**src/rtl/lsu_pkg.sv**
```systemverilog
//////////////////////////////
// Load/store unit shared widths, size codes and read word view
//////////////////////////////
package lsu_pkg;

  // Bus widths
  localparam int lsu_addr_w = 32;
  localparam int lsu_data_w = 32;
  localparam int lsu_be_w   = 4;

  // Outstanding transfer limit and its counter width
  localparam int lsu_depth  = 2;
  localparam int lsu_cnt_w  = 2;

  //////////////////////////////
  // Access size codes
  //////////////////////////////
  typedef enum logic [1:0] {
    size_byte = 2'd0,
    size_half = 2'd1,
    size_word = 2'd2
  } lsu_size_e;

  //////////////////////////////
  // Read word, seen as bytes or as halfwords
  //////////////////////////////
  typedef union packed {
    // Byte lanes, index 0 is the lowest byte
    logic [3:0][7:0]  bytes;
    // Halfword lanes
    logic [1:0][15:0] halves;
  } lsu_word_u;

endpackage

```
**src/rtl/lsu_req_if.sv**
```systemverilog
`timescale 1ns/1ps
//////////////////////////////
// Formed bus transfer, alignment to transfer control
//////////////////////////////
interface lsu_req_if;
  import lsu_pkg::*;

  logic                  valid;
  logic                  ready;
  logic [lsu_addr_w-1:0] addr;
  logic                  we;
  logic [lsu_be_w-1:0]   be;
  logic [lsu_data_w-1:0] wdata;
  lsu_size_e             size;
  logic                  sext;
  logic [1:0]            off;
  // First half of a split, a second transfer follows
  logic                  split;

  modport src (output valid, addr, we, be, wdata, size, sext, off, split, input ready);
  modport dst (input valid, addr, we, be, wdata, size, sext, off, split, output ready);
endinterface

```
**src/rtl/lsu_rsp_if.sv**
```systemverilog
`timescale 1ns/1ps
//////////////////////////////
// Returned read word with the attributes of its transfer
//////////////////////////////
interface lsu_rsp_if;
  import lsu_pkg::*;

  logic                  rvalid;
  logic [lsu_data_w-1:0] rdata;
  lsu_size_e             size;
  logic                  sext;
  logic                  we;
  logic [1:0]            off;
  // Final transfer of the access
  logic                  last;

  // No ready, a memory response cannot be stalled
  modport src (output rvalid, rdata, size, sext, we, off, last);
  modport dst (input rvalid, rdata, size, sext, we, off, last);

endinterface

```
**src/rtl/lsu_rdata_align.sv**
```systemverilog
`timescale 1ns/1ps
//////////////////////////////
// Read data alignment
// Merges split halves, realigns and extends the result
//////////////////////////////
module lsu_rdata_align (
  input  logic                           clk,
  input  logic                           rst_n,
  lsu_rsp_if.dst                         rsp,
  output logic                           rsp_valid_o,
  output logic [lsu_pkg::lsu_data_w-1:0] rsp_rdata_o
);
  import lsu_pkg::*;

  // Low word of a split read
  logic [lsu_data_w-1:0]   rdata_lo_q;
  // A first half has returned and waits for its partner
  logic                    half_q;
  logic [2*lsu_data_w-1:0] rdata_full;
  logic [2*lsu_data_w-1:0] rdata_shift;
  lsu_word_u               rdata_w;
  logic                    sign_bit;

  //////////////////////////////
  // First half capture
  //////////////////////////////
  always_ff @(posedge clk or negedge rst_n) begin
    if (!rst_n) begin
      half_q <= 1'b0;
    end else if (rsp.rvalid) begin
      half_q <= !rsp.last;
    end
  end

  // Only reads carry data worth keeping
  always_ff @(posedge clk) begin
    if (rsp.rvalid && !rsp.last && !rsp.we) begin
      rdata_lo_q <= rsp.rdata;
    end
  end

  //////////////////////////////
  // Realign and extend
  //////////////////////////////
  // Unsplit reads repeat the word so the shift still fills the top
  assign rdata_full  = half_q ? {rsp.rdata, rdata_lo_q} : {rsp.rdata, rsp.rdata};
  assign rdata_shift = rdata_full >> {rsp.off, 3'b000};
  assign rdata_w     = rdata_shift[lsu_data_w-1:0];

  always_comb begin
    case (rsp.size)
      size_byte: begin
        sign_bit    = rsp.sext && rdata_w.bytes[0][7];
        rsp_rdata_o = {{24{sign_bit}}, rdata_w.bytes[0]};
      end
      size_half: begin
        sign_bit    = rsp.sext && rdata_w.halves[0][15];
        rsp_rdata_o = {{16{sign_bit}}, rdata_w.halves[0]};
      end
      default: begin
        // Full word, no extension
        sign_bit    = 1'b0;
        rsp_rdata_o = rdata_w;
      end
    endcase
  end

  // One result per access, on its last response
  assign rsp_valid_o = rsp.rvalid && rsp.last;

endmodule

```
**src/rtl/lsu_req_align.sv**
```systemverilog
`timescale 1ns/1ps
//////////////////////////////
// Request alignment
// Address, byte enables, lane data and split state per transfer
//////////////////////////////
module lsu_req_align (
  input  logic                           clk,
  input  logic                           rst_n,
  input  logic                           req_valid_i,
  input  logic [lsu_pkg::lsu_addr_w-1:0] req_op_a_i,
  input  logic [lsu_pkg::lsu_addr_w-1:0] req_op_b_i,
  input  lsu_pkg::lsu_size_e             req_size_i,
  input  logic                           req_sext_i,
  input  logic                           req_we_i,
  input  logic [lsu_pkg::lsu_data_w-1:0] req_wdata_i,
  lsu_req_if.src                         tx
);
  import lsu_pkg::*;

  logic [lsu_addr_w-1:0]   addr;
  logic [lsu_addr_w-1:0]   word_addr;
  logic [1:0]              off;
  logic                    needs_split;
  // Second transfer of a split access is in progress
  logic                    split_q;
  logic [lsu_be_w-1:0]     be_base;
  logic [2*lsu_be_w-1:0]   be_wide;
  logic [2*lsu_data_w-1:0] wdata_wide;

  // Effective address
  assign addr      = req_op_a_i + req_op_b_i;
  assign off       = addr[1:0];
  assign word_addr = {addr[lsu_addr_w-1:2], 2'b00};

  //////////////////////////////
  // Byte enables
  //////////////////////////////
  always_comb begin
    case (req_size_i)
      size_byte: be_base = 4'b0001;
      size_half: be_base = 4'b0011;
      default:   be_base = 4'b1111;
    endcase
  end

  // Low nibble is the first word, high nibble spills into the next word
  assign be_wide = {{lsu_be_w{1'b0}}, be_base} << off;

  // Word off the boundary, or halfword in the top lane
  assign needs_split = ((req_size_i == size_word) && (off != 2'b00)) ||
                       ((req_size_i == size_half) && (off == 2'b11));

  //////////////////////////////
  // Write data lane rotation
  //////////////////////////////
  // Rotate left by 8*off, spilled bytes land in the low lanes
  // which the second half uses
  assign wdata_wide = {req_wdata_i, req_wdata_i} << {off, 3'b000};

  // Transfer outputs
  assign tx.valid = req_valid_i;
  assign tx.addr  = split_q ? word_addr + lsu_addr_w'(4) : word_addr;
  assign tx.be    = split_q ? be_wide[2*lsu_be_w-1:lsu_be_w] : be_wide[lsu_be_w-1:0];
  assign tx.wdata = wdata_wide[2*lsu_data_w-1:lsu_data_w];
  assign tx.we    = req_we_i;
  assign tx.size  = req_size_i;
  assign tx.sext  = req_sext_i;
  assign tx.off   = off;
  // Only the first transfer of a split carries the flag
  assign tx.split = needs_split && !split_q;

  //////////////////////////////
  // Split state
  //////////////////////////////
  always_ff @(posedge clk or negedge rst_n) begin
    if (!rst_n) begin
      split_q <= 1'b0;
    end else if (!req_valid_i) begin
      // Dropped request never leaves a stale second half
      split_q <= 1'b0;
    end else if (tx.valid && tx.ready) begin
      // Set on first half, cleared when the second is taken
      split_q <= tx.split;
    end
  end

endmodule

```
**src/rtl/lsu_top.sv**
```systemverilog
`timescale 1ns/1ps
//////////////////////////////
// Load/store unit top level
//////////////////////////////
module lsu_top (
  input  logic                           clk,
  input  logic                           rst_n,
  // Request side
  input  logic                           req_valid_i,
  output logic                           req_ready_o,
  input  logic [lsu_pkg::lsu_addr_w-1:0] req_op_a_i,
  input  logic [lsu_pkg::lsu_addr_w-1:0] req_op_b_i,
  input  lsu_pkg::lsu_size_e             req_size_i,
  input  logic                           req_sext_i,
  input  logic                           req_we_i,
  input  logic [lsu_pkg::lsu_data_w-1:0] req_wdata_i,
  // Memory bus
  output logic                           data_req_o,
  input  logic                           data_gnt_i,
  output logic [lsu_pkg::lsu_addr_w-1:0] data_addr_o,
  output logic                           data_we_o,
  output logic [lsu_pkg::lsu_be_w-1:0]   data_be_o,
  output logic [lsu_pkg::lsu_data_w-1:0] data_wdata_o,
  input  logic                           data_rvalid_i,
  input  logic [lsu_pkg::lsu_data_w-1:0] data_rdata_i,
  // Result side
  output logic                           rsp_valid_o,
  output logic [lsu_pkg::lsu_data_w-1:0] rsp_rdata_o,
  output logic                           busy_o
);

  lsu_req_if tx_if ();
  lsu_rsp_if rsp_if ();

  lsu_req_align req_align_i (
    .clk         (clk),
    .rst_n       (rst_n),
    .req_valid_i (req_valid_i),
    .req_op_a_i  (req_op_a_i),
    .req_op_b_i  (req_op_b_i),
    .req_size_i  (req_size_i),
    .req_sext_i  (req_sext_i),
    .req_we_i    (req_we_i),
    .req_wdata_i (req_wdata_i),
    .tx          (tx_if.src)
  );

  lsu_txn_ctrl txn_ctrl_i (
    .clk           (clk),
    .rst_n         (rst_n),
    .tx            (tx_if.dst),
    .data_req_o    (data_req_o),
    .data_gnt_i    (data_gnt_i),
    .data_addr_o   (data_addr_o),
    .data_we_o     (data_we_o),
    .data_be_o     (data_be_o),
    .data_wdata_o  (data_wdata_o),
    .data_rvalid_i (data_rvalid_i),
    .data_rdata_i  (data_rdata_i),
    .rsp           (rsp_if.src),
    .req_ready_o   (req_ready_o),
    .busy_o        (busy_o)
  );

  lsu_rdata_align rdata_align_i (
    .clk         (clk),
    .rst_n       (rst_n),
    .rsp         (rsp_if.dst),
    .rsp_valid_o (rsp_valid_o),
    .rsp_rdata_o (rsp_rdata_o)
  );

endmodule

```
**src/rtl/lsu_txn_ctrl.sv**
```systemverilog
`timescale 1ns/1ps
//////////////////////////////
// Transfer control
// Bus issue, outstanding count and response attribute queue
//////////////////////////////
module lsu_txn_ctrl (
  input  logic                           clk,
  input  logic                           rst_n,
  lsu_req_if.dst                         tx,
  output logic                           data_req_o,
  input  logic                           data_gnt_i,
  output logic [lsu_pkg::lsu_addr_w-1:0] data_addr_o,
  output logic                           data_we_o,
  output logic [lsu_pkg::lsu_be_w-1:0]   data_be_o,
  output logic [lsu_pkg::lsu_data_w-1:0] data_wdata_o,
  input  logic                           data_rvalid_i,
  input  logic [lsu_pkg::lsu_data_w-1:0] data_rdata_i,
  lsu_rsp_if.src                         rsp,
  output logic                           req_ready_o,
  output logic                           busy_o
);
  import lsu_pkg::*;

  logic [lsu_cnt_w-1:0] cnt_q;
  logic [lsu_cnt_w-1:0] cnt_d;
  logic                 grant;
  // In-order attribute queue, one entry per outstanding transfer
  lsu_size_e            q_size [lsu_depth];
  logic                 q_sext [lsu_depth];
  logic                 q_we   [lsu_depth];
  logic [1:0]           q_off  [lsu_depth];
  logic                 q_last [lsu_depth];
  logic                 wr_ptr_q;
  logic                 rd_ptr_q;

  // Request only while the counter has room
  assign data_req_o   = tx.valid && (cnt_q < lsu_cnt_w'(lsu_depth));
  assign grant        = data_req_o && data_gnt_i;
  assign tx.ready     = grant;
  assign data_addr_o  = tx.addr;
  assign data_we_o    = tx.we;
  assign data_be_o    = tx.be;
  assign data_wdata_o = tx.wdata;

  // Access done when its last transfer is granted
  assign req_ready_o  = grant && !tx.split;
  assign busy_o       = tx.valid || (cnt_q != '0);

  //////////////////////////////
  // Outstanding counter
  //////////////////////////////
  always_comb begin
    case ({grant, data_rvalid_i})
      2'b10:   cnt_d = cnt_q + 1'b1;
      2'b01:   cnt_d = (cnt_q == '0) ? cnt_q : cnt_q - 1'b1;
      default: cnt_d = cnt_q;
    endcase
  end

  always_ff @(posedge clk or negedge rst_n) begin
    if (!rst_n) begin
      cnt_q    <= '0;
      wr_ptr_q <= 1'b0;
      rd_ptr_q <= 1'b0;
    end else begin
      cnt_q <= cnt_d;
      // Push on grant, pop on response
      if (grant) wr_ptr_q <= ~wr_ptr_q;
      if (data_rvalid_i) rd_ptr_q <= ~rd_ptr_q;
    end
  end

  // Attributes captured with the grant
  always_ff @(posedge clk) begin
    if (grant) begin
      q_size[wr_ptr_q] <= tx.size;
      q_sext[wr_ptr_q] <= tx.sext;
      q_we[wr_ptr_q]   <= tx.we;
      q_off[wr_ptr_q]  <= tx.off;
      q_last[wr_ptr_q] <= !tx.split;
    end
  end

  // Head of queue travels with the response
  assign rsp.rvalid = data_rvalid_i;
  assign rsp.rdata  = data_rdata_i;
  assign rsp.size   = q_size[rd_ptr_q];
  assign rsp.sext   = q_sext[rd_ptr_q];
  assign rsp.we     = q_we[rd_ptr_q];
  assign rsp.off    = q_off[rd_ptr_q];
  assign rsp.last   = q_last[rd_ptr_q];

endmodule

```
**config.mk**
```make
export PLATFORM = sky130hd
export DESIGN_NAME = lsu_top
export DESIGN_NICKNAME = d
export VERILOG_FILES = /design/src/rtl/lsu_pkg.sv /design/src/rtl/lsu_req_if.sv /design/src/rtl/lsu_rsp_if.sv /design/src/rtl/lsu_rdata_align.sv /design/src/rtl/lsu_req_align.sv /design/src/rtl/lsu_top.sv /design/src/rtl/lsu_txn_ctrl.sv
export SDC_FILE = /design/constraint.sdc
export NUM_CORES = 1
export LEC_CHECK = 0
export BUFFER_PORTS_ARGS = -buffer_cell sky130_fd_sc_hd__buf_2
export CAP_MARGIN = 10
export CORE_ASPECT_RATIO = 0.5
export CORE_MARGIN = 2
export CORE_UTILIZATION = 34
export DETAILED_ROUTE_END_ITERATION = 8
export SYNTH_ARGS = -nofsm -noshare
export SYNTH_HDL_FRONTEND = slang
export SYNTH_SLANG_ARGS = --single-unit
```
**constraint.sdc**
```tcl
create_clock -name clk -period 3 [get_ports clk]
set_clock_uncertainty 0.2 [all_clocks]
set_input_delay 0.15 -clock clk [delete_from_list [all_inputs] [get_ports clk]]
set_output_delay 0.15 -clock clk [all_outputs]
set_load 0.01 [all_outputs]
```
==> results of run 1 <==
where the power goes:
part / internal (mW) / switching [mW]
clock network: 0.307 / 0.238
registers: 0.902 / 0.0645
logic: 1.70 / 1.87
total: 2.90 / 2.17
stage by stage:
stage | util | setup TNS, ps | worst slack (ps)
finish | 0.529 | -6350 | -488
global route | 0.529 | -8840 | -603
CTS | 0.515 | -5300 | -462
detailed placement | 0.473 | -7400 | -542
global placement | 0.473 | -6130 | -498
floorplan | - | -353 | -141
synth_stat cells (5+ instances only):
cell type	instances	area, sq um
xnor2_1	28	245
o21ai_1	7	35.0
o21a_1	6	45.0
ha_1	32	400
mux2i_1	68	681
dfrtp_1	6	150
clkbuf_1	24	90.1
nor2_1	56	210
buf_2	8	40.0
mux2_2	13	146
nand2b_1	7	43.8
inv_1	13	48.8
nor3_1	12	60.1
a21o_1	9	67.6
o211ai_1	5	37.5
o21ai_0	44	220
and2_1	10	62.6
nand3_1	18	90.1
edfxtp_1	46	1380
and3_1	9	56.3
nand4_1	9	56.3
and4_1	5	43.8
xor2_1	26	228
buf_1	6	22.5
a21oi_1	61	305
mux4_2	40	901
nor2b_1	9	56.3
nand2_1	44	165
worst max-delay path: stages:
cell and delay (ps):
buf_6 100, ha_4 160, fa_2 360, a21o_1 220, a221o_2 420, a41oi_2 240
nand2_2 140, a221o_1 370, o21a_1 240, a2111oi_4 230, nand4_1 200, xnor2_2 170
buf_2 140
repair_timing:
action | 4_1_cts | 5_1_grt
endpoints found under the setup margin | 19 | 31
hold buffers | 38 | 0
pin swaps | 30 | 31
setup buffers | 11 | 10
gates resized for setup | 40 | 35
hold endpoints to repair | 47 | 0
final timing paths:
kind                                      from                     endpoint  depth (start not counted)
max                              req_op_a_i[0]              data_addr_o[31]                         13
min                              data_rvalid_i          txn_ctrl_i.rd_ptr_q                          2
max reg2reg                txn_ctrl_i.rd_ptr_q  rdata_align_i.rdata_lo_q[9]                          5
min reg2reg                txn_ctrl_i.wr_ptr_q          txn_ctrl_i.wr_ptr_q                          1
max in group asynchronous                rst_n         rdata_align_i.half_q                          2
min in group asynchronous                rst_n          txn_ctrl_i.cnt_q[1]                          2
state kept, by name, summed over array words and instances, names as in the netlist:
register                  flops
req_align_i.split_q           1
rdata_align_i.rdata_lo_q     32
txn_ctrl_i.q_last             2
txn_ctrl_i.q_size             4
txn_ctrl_i.q_sext             2
txn_ctrl_i.q_off              4
txn_ctrl_i.wr_ptr_q           1
txn_ctrl_i.q_we               2
txn_ctrl_i.cnt_q              2
rdata_align_i.half_q          1
txn_ctrl_i.rd_ptr_q           1
layer usage:
| layer | share of wire | up-vias |
|---|---|---|
| met5 | 0 | - |
| li1 | - | 3455 |
| met2 | 0.50 | 180 |
| met1 | 0.45 | 3422 |
| met4 | 0.016 | 0 |
| met3 | 0.040 | 28 |
logic make-up (layout without fill, tap and decap cells):
kind of cell / count (synthesis) / count (layout) / share of synthesized area
mux: 121 / 121 / 0.260
buf+inv: 55 / 449 / 0.0354
compound gates: 177 / 177 / 0.174
other cells: 1 / 2 / 0.000564
flops: 52 / 52 / 0.230
simple gates: 203 / 203 / 0.163
xor+xnor: 55 / 55 / 0.0735
fa+ha+maj: 33 / 33 / 0.0632
cell type report:
cell class                 count  area, sq um
clock inverter                 2         11.3
sequential                    52         1530
inverter                      13         48.8
clock buffer                   6          129
fill                        1737         9110
timing repair buffer         428         2780
tap                          266          333
multi-input combinational    591         5380
==> flow_summary_export.csv, run 1 <==
group,metric,value,unit
run_status,status,"finished with violations",
run_status,failed_checks,"negative hold slack, negative setup slack",
timing,setup_viol_count_final,21,
setup_path,required,2650,ps
floorplan,die_w,202,um
final_layout,antenna_cells,0,
global_route,grt_usage,0.188,
final_layout,final_cell_mix,"buf_2 (237), buf_4 (138), mux2i_1 (65)",
global_route,grt_max_degree,41,
floorplan,core,19300,sq um
timing,finalHoldViolations,1,
timing,slew_headroom,0.580,
clocking,cts_tree,"yes",
global_route,grt-ovfl-total,0,
synthesis,ys_seq_area_frac,0.230,
drt,ant_nets,0,
place,dp_hpwl,16400,um
synthesis,synth_area,6650,sq um
setup_path,ff2ff_setup_slack,1070,ps
drt,drt-wirelength-per-cell,15.2,um
place,portBuffers,239,
timing,tightest_slew,628,ps
floorplan,dieArea,20800,sq um
drt,vias,7085,
synthesis,yosys_warnings,0,
clocking,clock_sinks,52,
timing,slew_violations,0,
drt,drt-initial-drc-count,339,
synthesis,synth_edf_count,46,
global_route,grt_pass1_wl,32500,um
clocking,clk_pin_slew,60,ps
power_and_ir_drop,power-per-cell-area,496,nW/um^2
timing,period_minus_slack,3490,ps
flow_run,maxCapViolations,0,
final_layout,area_growth,53.5,%
final_layout,layout-drive-gt1-share,0.495,
final_layout,final_cells,1358,
synthesis,syn_inst,697,
drt,drc,0,
timing,holdWs,-0.245,ps
clocking,ctsLongestPathBuffers,2,
global_route,grt_use_met3,0.0247,
power_and_ir_drop,p_leak,4.57,nW
timing,min_period_over_period,1.16,
final_layout,final_common_cell,"buf_2",
drt,viasPerCell,5.22,
clocking,cts_root_buffer,"clkbuf_16",
final_layout,stdcell_area,10200,sq um
power_and_ir_drop,p_total,5.07,mW
drt,wirelength,20700,um
setup_path,cp-end-kind,"output pin",
power_and_ir_drop,ir_worst_vdd,0.297,mV
floorplan,initial_core_util,0.344,
place,dpl-instance-area,9150,sq um
floorplan,row_count,36,
worst_hold_path,hold_path.class,"in2reg",
drt,drt_first_pass_iters,5,
setup_path,cp_max_fo,4,
timing,rsz0062_at_grt,"true",
global_route,grt_pass1_vias,6800,
synthesis,synth_flop_cell,"edfxtp_1",
setup_path,critPathKind,"in2out",
setup_path,crit_path_start_kind,"input pin",
clocking,cts_inserted_buffers,5,
synthesis,syn_avg_cell_area,9.55,sq um
setup_path,critPathArrivalTime,3140,ps
clocking,htreeDepth,2,
synthesis,synth_seq_cells,52,
timing,max_freq,287,MHz
global_route,met1_usage,0.243,
global_route,antenna_found_initial,0,
floorplan,num_io_pins,242,
global_route,met2_usage,0.341,
final_layout,nets,1261,
floorplan,die_h,103,um
global_route,top_usage_layer,"met2",
clocking,clock_latency,290,ps
synthesis,ys_types,77,
timing,final.setup.worst_slack,-488,ps
place,numPlacedInstances,1293,
place,gp_congestion,0.853,
synthesis,synthArstFlopShare,0.115,
No activity file was read; power rests on OpenSTA's default activity.
==> run 2: changes to the inputs <==
==> constraint.sdc (replaced) <==
create_clock -name clk -period 3 [get_ports clk]
set_clock_uncertainty 0.2 [all_clocks]
set_input_delay 0.6 -clock clk [delete_from_list [all_inputs] [get_ports clk]]
set_output_delay 0.6 -clock clk [all_outputs]
set_load 0.01 [all_outputs]
==> run 2 against run 1 <==
The run ends with negative setup slack left. Cell count increased by 1.5%. Routed wire length is 9.0% higher. Via count grew 2.6%. Total power rose by 21%. Critical path depth increased by 2. Critical path type unchanged. Critical endpoint is now data_addr_o[16]. Largest cell class unchanged. Largest power group unchanged.
==> flow_summary_export.csv, run 2 (synthesis results as in run 1) <==
group,metric,value,unit
global_route,top_usage_layer,"met2",
setup_path,path_buf_inv,4,
timing,max_freq,230,MHz
worst_hold_path,hold_path.class,"in2reg",
final_layout,final-seq-area,1530,sq um
setup_path,critPathArrivalTime,3540,ps
setup_path,crit_path_start_kind,"input pin",
timing,finalHoldViolations,0,
setup_path,critPathCapture,"data_addr_o[16]",
clocking,cts_root_buffer,"clkbuf_16",
drt,drt-initial-drc-count,304,
clocking,clock_latency,300,ps
clocking,clk_pin_slew,80,ps
drt,drt-wirelength-per-cell,16.3,um
drt,viasPerCell,5.27,
floorplan,die_h,103,um
final_layout,multi_input_area,5860,sq um
final_layout,top_regs,"rdata_align_i.rdata_lo_q: 32 flops, txn_ctrl_i.q_off: 4 flops, txn_ctrl_i.q_size: 4 flops",
floorplan,initial_core_util,0.344,
run_status,failed_checks,"negative setup slack",
final_layout,nets,1281,
final_layout,final_common_cell,"buf_2",
drt,drt_first_pass_iters,5,
setup_path,r2r-start,"txn_ctrl_i.cnt_q[1]",
drt,drc,0,
final_layout,final_cell_mix,"buf_2 (203), buf_4 (155), buf_6 (71)",
floorplan,core,19300,sq um
power_and_ir_drop,p_total,6.16,mW
drt,wirelength,22500,um
setup_path,crit_top_cell,"buf_6",
setup_path,path_delay_family,"simple AND/OR/NAND/NOR gates",
global_route,antenna_found_initial,2,
floorplan,num_io_pins,242,
clocking,clock_sinks,52,
clocking,htreeDepth,2,
drt,ant_nets,0,
power_and_ir_drop,p_leak,5.03,nW
clocking,cts_tree,"yes",
timing,min_period_over_period,1.45,
setup_path,crit_path_start,"req_op_b_i[0]",
flow_run,maxCapViolations,0,
place,dp_hpwl,17100,um
global_route,met2_usage,0.372,
place,portBuffers,239,
final_layout,largest_reg_flops,32,
global_route,grt-ovfl-total,0,
global_route,grt_usage,0.196,
timing,period_minus_slack,4340,ps
final_layout,layout-drive-gt1-share,0.598,
final_layout,stdcell_area,11300,sq um
setup_path,critical_path_depth,15,
place,gp_congestion,0.843,
place,dpl-instance-area,9550,sq um
final_layout,regMostFlops,"rdata_align_i.rdata_lo_q",
floorplan,die_w,202,um
floorplan,row_count,36,
clocking,cts_inserted_buffers,5,
timing,slew_violations,0,
clocking,ctsLongestPathBuffers,2,
setup_path,ff2ff_setup_slack,1030,ps
final_layout,area_growth,69.5,%
setup_path,critPathKind,"in2out",
place,dp_slack,-1510,ps
power_and_ir_drop,power-per-cell-area,546,nW/um^2
setup_path,timing.rr.end,"txn_ctrl_i.q_off[0][1]",
run_status,status,"finished with violations",
global_route,met1_usage,0.240,
timing,final.setup.worst_slack,-1340,ps
global_route,grt_pass1_vias,6933,
global_route,grt_use_met3,0.0164,
timing,setup_viol_count_final,91,
setup_path,cp_max_fo,3,
setup_path,reg2regPathDepth,3,
timing,rsz0062_at_grt,"true",
power_and_ir_drop,ir_worst_vdd,0.305,mV
timing,tightest_slew,604,ps
timing,holdWs,291,ps
floorplan,dieArea,20800,sq um
global_route,grt_max_degree,33,
setup_path,crit_slowest_cell,"or3_4",
setup_path,crit_chain,"buf_6 -> ha_4 -> fa_2 -> a21o_1 -> a221oi_4 -> buf_6 -> o21ai_4 -> xnor2_2 -> nor3_4 -> nand4_4 -> or3_4 -> buf_6 -> nor2b_4 -> xor2_2 -> buf_2",
setup_path,required,2200,ps
timing,slew_headroom,0.596,
setup_path,slowest_delay,420,ps
worst_hold_path,hp-start,"req_sext_i",
drt,vias,7268,
final_layout,fill_cells,1662,
setup_path,cp-end-kind,"output pin",
global_route,grt_pass1_wl,33300,um
run 2: cell count changes in the layout (fill, tap and decap cells not counted), sizes merged:
| cell | before | now |
|---|---|---|
| clkinv | 1 | 0 |
| clkbuf | 6 | 8 |
| buf | 390 | 444 |
| clkinvlp | 1 | 0 |
| dlygate4sd3 | 38 | 1 |
| diode | 0 | 1 |
| inv | 13 | 16 |
run 2: stage by stage:
step	utilization	TNS, ps	cells
2_1_floorplan	-	-17760	698
5_1_grt	0.584	-43430	1379
6_report	0.584	-34910	1379
3_3_place_gp	0.494	-32760	1327
3_5_place_dp	0.494	-33560	1327
4_1_cts	0.538	-32970	1356
run 2: where the power goes:
| part | switching [mW] | internal, mW |
|---|---|---|
| registers | 0.0654 | 0.902 |
| logic | 2.23 | 2.36 |
| clock network | 0.279 | 0.322 |
run 2: metal layers:
metal  share of wire  wire (um)
met1            0.42       9360
met4           0.022        505
met3           0.039        884
met2            0.52      11800
met5               0          0
run 2: worst min path at each step:
| stage | endpoint | slack (ps) | cells past startpoint |
|---|---|---|---|
| 5_1_grt | txn_ctrl_i.q_sext[1] | 280 | 1 |
| 3_3_place_gp | txn_ctrl_i.rd_ptr_q | 240 | 1 |
| 6_report | txn_ctrl_i.q_sext[1] | 290 | 1 |
| 3_5_place_dp | txn_ctrl_i.cnt_q[1] | 250 | 1 |
| 2_1_floorplan | rdata_align_i.half_q | 100 | 0 |
| 4_1_cts | txn_ctrl_i.q_sext[1] | 280 | 1 |
run 2: final cells by class:
cell class / count / area share
multi-input cells: 591 / 0.519
repair buffers: 448 / 0.297
flip-flops and latches: 52 / 0.136
well taps: 266 / 0.0295
clock buffers: 5 / 0.0111
inverters: 13 / 0.00455
clock inverters: 3 / 0.00255
diodes: 1 / 0.000222
run 2: what timing repair did:
action                                  in CTS  in global routing
resized for setup                           99                164
buffers inserted                            20                 25
gates cloned                                 2                  3
hold buffers                                 1                  0
pin swaps                                   49                 44
endpoints found under the setup margin      77                 97
endpoints found under the hold margin        6                  0
==> run 3: changes to the inputs <==
- ABC_AREA: default -> 1
==> run 3 against run 2 <==
The flow still finishes with violations (negative setup slack). Flip-flop and latch count unchanged. Highest routed layer unchanged. Via count grew 31%. Routed wire length up 19%. Combinational power is 3% lower. Global-route usage up 1.3 points. Largest power group unchanged.
==> flow_summary_export.csv, run 3 <==
group,metric,value,unit
synthesis,synthTopCellsByCount,"nand2_1 (491), inv_1 (200), nand3_1 (91), nor2_1 (88), o21ai_0 (83)",
synthesis,synth_flop_cell,"edfxtp_1",
timing,final.setup.worst_slack,-731,ps
timing,finalHoldViolations,0,
final_layout,layout-drive-gt1-share,0.375,
clocking,cts_root_buffer,"clkbuf_16",
drt,drt-initial-drc-count,606,
drt,wirelength,26800,um
clocking,clk_pin_slew,80,ps
power_and_ir_drop,p_leak,6.25,nW
setup_path,crit_chain,"buf_6 -> ha_4 -> fa_2 -> xnor2_2 -> inv_2 -> ha_4 -> nand2_4 -> nor2_4 -> nand3_4 -> nor2_4 -> nand2_4 -> nor2_2 -> nand2_1 -> nor2_4 -> xnor2_1 -> inv_1 -> buf_2",
timing,max_freq,268,MHz
final_layout,fill_cells,2247,
global_route,grt_pass1_wl,40900,um
power_and_ir_drop,seqPwrFrac,0.163,
timing,min_period_over_period,1.24,
floorplan,core,21900,sq um
clocking,ctsLongestPathBuffers,2,
global_route,grt-ovfl-total,0,
final_layout,final_cells,1980,
clocking,cts_tree,"yes",
floorplan,die_w,216,um
final_layout,top_regs,"rdata_align_i.rdata_lo_q: 32 flops, txn_ctrl_i.q_off: 4 flops, txn_ctrl_i.q_size: 4 flops",
synthesis,yosys_warnings,0,
synthesis,ys_seq_area_frac,0.200,
timing,slew_violations,0,
floorplan,die_h,110,um
place,portBuffers,239,
drt,viasPerCell,4.83,
clocking,htreeDepth,2,
synthesis,synth.top_cell.area_share,0.241,
synthesis,syn_inst,1302,
final_layout,final_cell_mix,"nand2_1 (451), buf_2 (229), inv_1 (191)",
floorplan,dieArea,23800,sq um
final_layout,largest_reg_flops,32,
timing,slew_headroom,0.617,
setup_path,crit_top_cell,"nor2_4",
worst_hold_path,hold_path.class,"in2reg",
synthesis,synth_area,7640,sq um
synthesis,ys_types,46,
setup_path,path_delay_family,"simple AND/OR/NAND/NOR gates",
power_and_ir_drop,p_total,6.06,mW
global_route,grt_usage,0.209,
run_status,status,"finished with violations",
synthesis,post-synth-top-count-cell,"nand2_1",
global_route,grt_pass1_vias,9034,
setup_path,crit_slowest_cell,"fa_2",
global_route,antenna_found_initial,0,
power_and_ir_drop,ir_worst_vdd,0.415,mV
timing,rsz0062_at_grt,"true",
power_and_ir_drop,netSwitchingPower,2.96,mW
drt,vias,9556,
floorplan,initial_core_util,0.349,
final_layout,antenna_cells,0,
setup_path,cp-end-kind,"output pin",
setup_path,critPathKind,"in2out",
setup_path,critPathArrivalTime,2930,ps
floorplan,row_count,38,
drt,drt_first_pass_iters,5,
power_and_ir_drop,power-per-cell-area,524,nW/um^2
final_layout,final-seq-area,1530,sq um
final_layout,final_common_cell,"nand2_1",
synthesis,syn_avg_cell_area,5.87,sq um
setup_path,path_buf_inv,4,
timing,tightest_slew,572,ps
place,gp_congestion,0.906,
setup_path,crit_path_start_kind,"input pin",
place,numPlacedInstances,1942,
power_and_ir_drop,power_frac_clock,0.101,
clocking,cts_inserted_buffers,5,
global_route,grt_max_degree,35,
drt,drc,0,
drt,drt-wirelength-per-cell,13.5,um
power_and_ir_drop,p_int,3.10,mW
power_and_ir_drop,power_frac_comb,0.736,
setup_path,required,2200,ps
synthesis,synth_seq_cells,52,
floorplan,num_io_pins,242,
setup_path,slowest_delay,410,ps
timing,period_minus_slack,3730,ps
final_layout,utilization,0.529,
run_status,failed_checks,"negative setup slack",
place,dp_hpwl,20900,um
timing,setup_viol_count_final,33,
final_layout,multi_input_area,5990,sq um
clocking,clock_sinks,52,
power_and_ir_drop,switching_share,0.489,
synthesis,synthArstFlopShare,0.115,
final_layout,area_growth,51.3,%
final_layout,nets,1849,
final_layout,regMostFlops,"rdata_align_i.rdata_lo_q",
clocking,clock_latency,300,ps
drt,ant_nets,0,
flow_run,maxCapViolations,0,
final_layout,stdcell_area,11600,sq um
synthesis,synth_edf_count,46,
setup_path,cp_max_fo,4,
synthesis,synth_top_area_cell,"nand2_1",
synthesis,synthTopCellsByArea,"nand2_1 (24%), edfxtp_1 (18%), inv_1 (9.8%)",
place,dpl-instance-area,10200,sq um
-- run 3: cell count changes in the layout (fill, tap and decap cells not counted), moves of 37 or more --
cell     delta
o21ai_0    +46
mux4_2     -40
inv_1     +179
nand2_1   +418
nand3_1    +70
buf_6      -48
nand2_2    +37
-- run 3: power by group through the flow --
stage	combinational (mW)	clock (mW)	sequential, mW
6_report	4.46	0.613	0.986
5_1_grt	4.89	0.658	0.997
4_1_cts	4.11	0.634	0.982
3_5_place_dp	3.91	0	0.996
3_3_place_gp	3.85	0	0.992
2_1_floorplan	2.39	0	0.978
-- run 3: logic make-up (layout without fill, tap and decap cells) --
family | after synthesis | in the layout | share of synthesized area
adder cells (fa/ha/maj) | 33 | 33 | 0.0550
AND/OR/NAND/NOR | 756 | 756 | 0.427
flip-flops | 52 | 52 | 0.200
other | 1 | 2 | 0.000491
buffers and inverters | 247 | 624 | 0.125
multiplexers | 48 | 48 | 0.0629
XOR/XNOR | 23 | 23 | 0.0273
AO/OA/AOI/OAI | 142 | 142 | 0.102
-- run 3: layer usage --
layer	wire [um]	GRT usage	share of wire	up-vias
li1	-	-	-	4876
met1	11600	0.243	0.43	4371
met2	13400	0.409	0.50	264
met3	1130	0.0173	0.042	45
met4	655	0.0695	0.024	0
met5	0	0	0	-
-- run 3: final cells by class --
cell class	count	area share
well taps	300	0.0325
repair inverters	1	0.000433
flip-flops and latches	52	0.133
multi-input cells	1004	0.518
inverters	208	0.0682
repair buffers	407	0.235
clock inverters	3	0.00249
clock buffers	5	0.0108
-- run 3: stage by stage --
stage | TNS, ps | hold WS (ps) | worst slack, ps
floorplan | -5530 | 104 | -336
global placement | -15080 | 234 | -770
detailed placement | -15440 | 238 | -752
CTS | -13160 | 283 | -627
global route | -19400 | 283 | -844
finish | -14650 | 290 | -731
-- run 3: final timing paths --
kind                                           from                      endpoint  slack [ps]  cells after the start
min in group asynchronous                     rst_n           req_align_i.split_q         450                      2
worst max register to register  txn_ctrl_i.rd_ptr_q  rdata_align_i.rdata_lo_q[25]         850                      6
worst min register to register  txn_ctrl_i.cnt_q[0]           txn_ctrl_i.cnt_q[0]         330                      1
max in group asynchronous                     rst_n          rdata_align_i.half_q        1990                      2
worst min-delay path               data_rdata_i[26]  rdata_align_i.rdata_lo_q[26]         290                      1
worst max-delay path                  req_op_b_i[0]               data_addr_o[16]        -730                     17
-- run 3: timing repair --
| action | CTS | global route |
|---|---|---|
| hold buffers | 1 | 0 |
| buffers inserted | 14 | 12 |
| hold endpoints to repair | 6 | 0 |
| gates resized for setup | 87 | 125 |
| pin swaps | 23 | 42 |
| endpoints found under the setup margin | 62 | 84 |
| cloned | 0 | 6 |
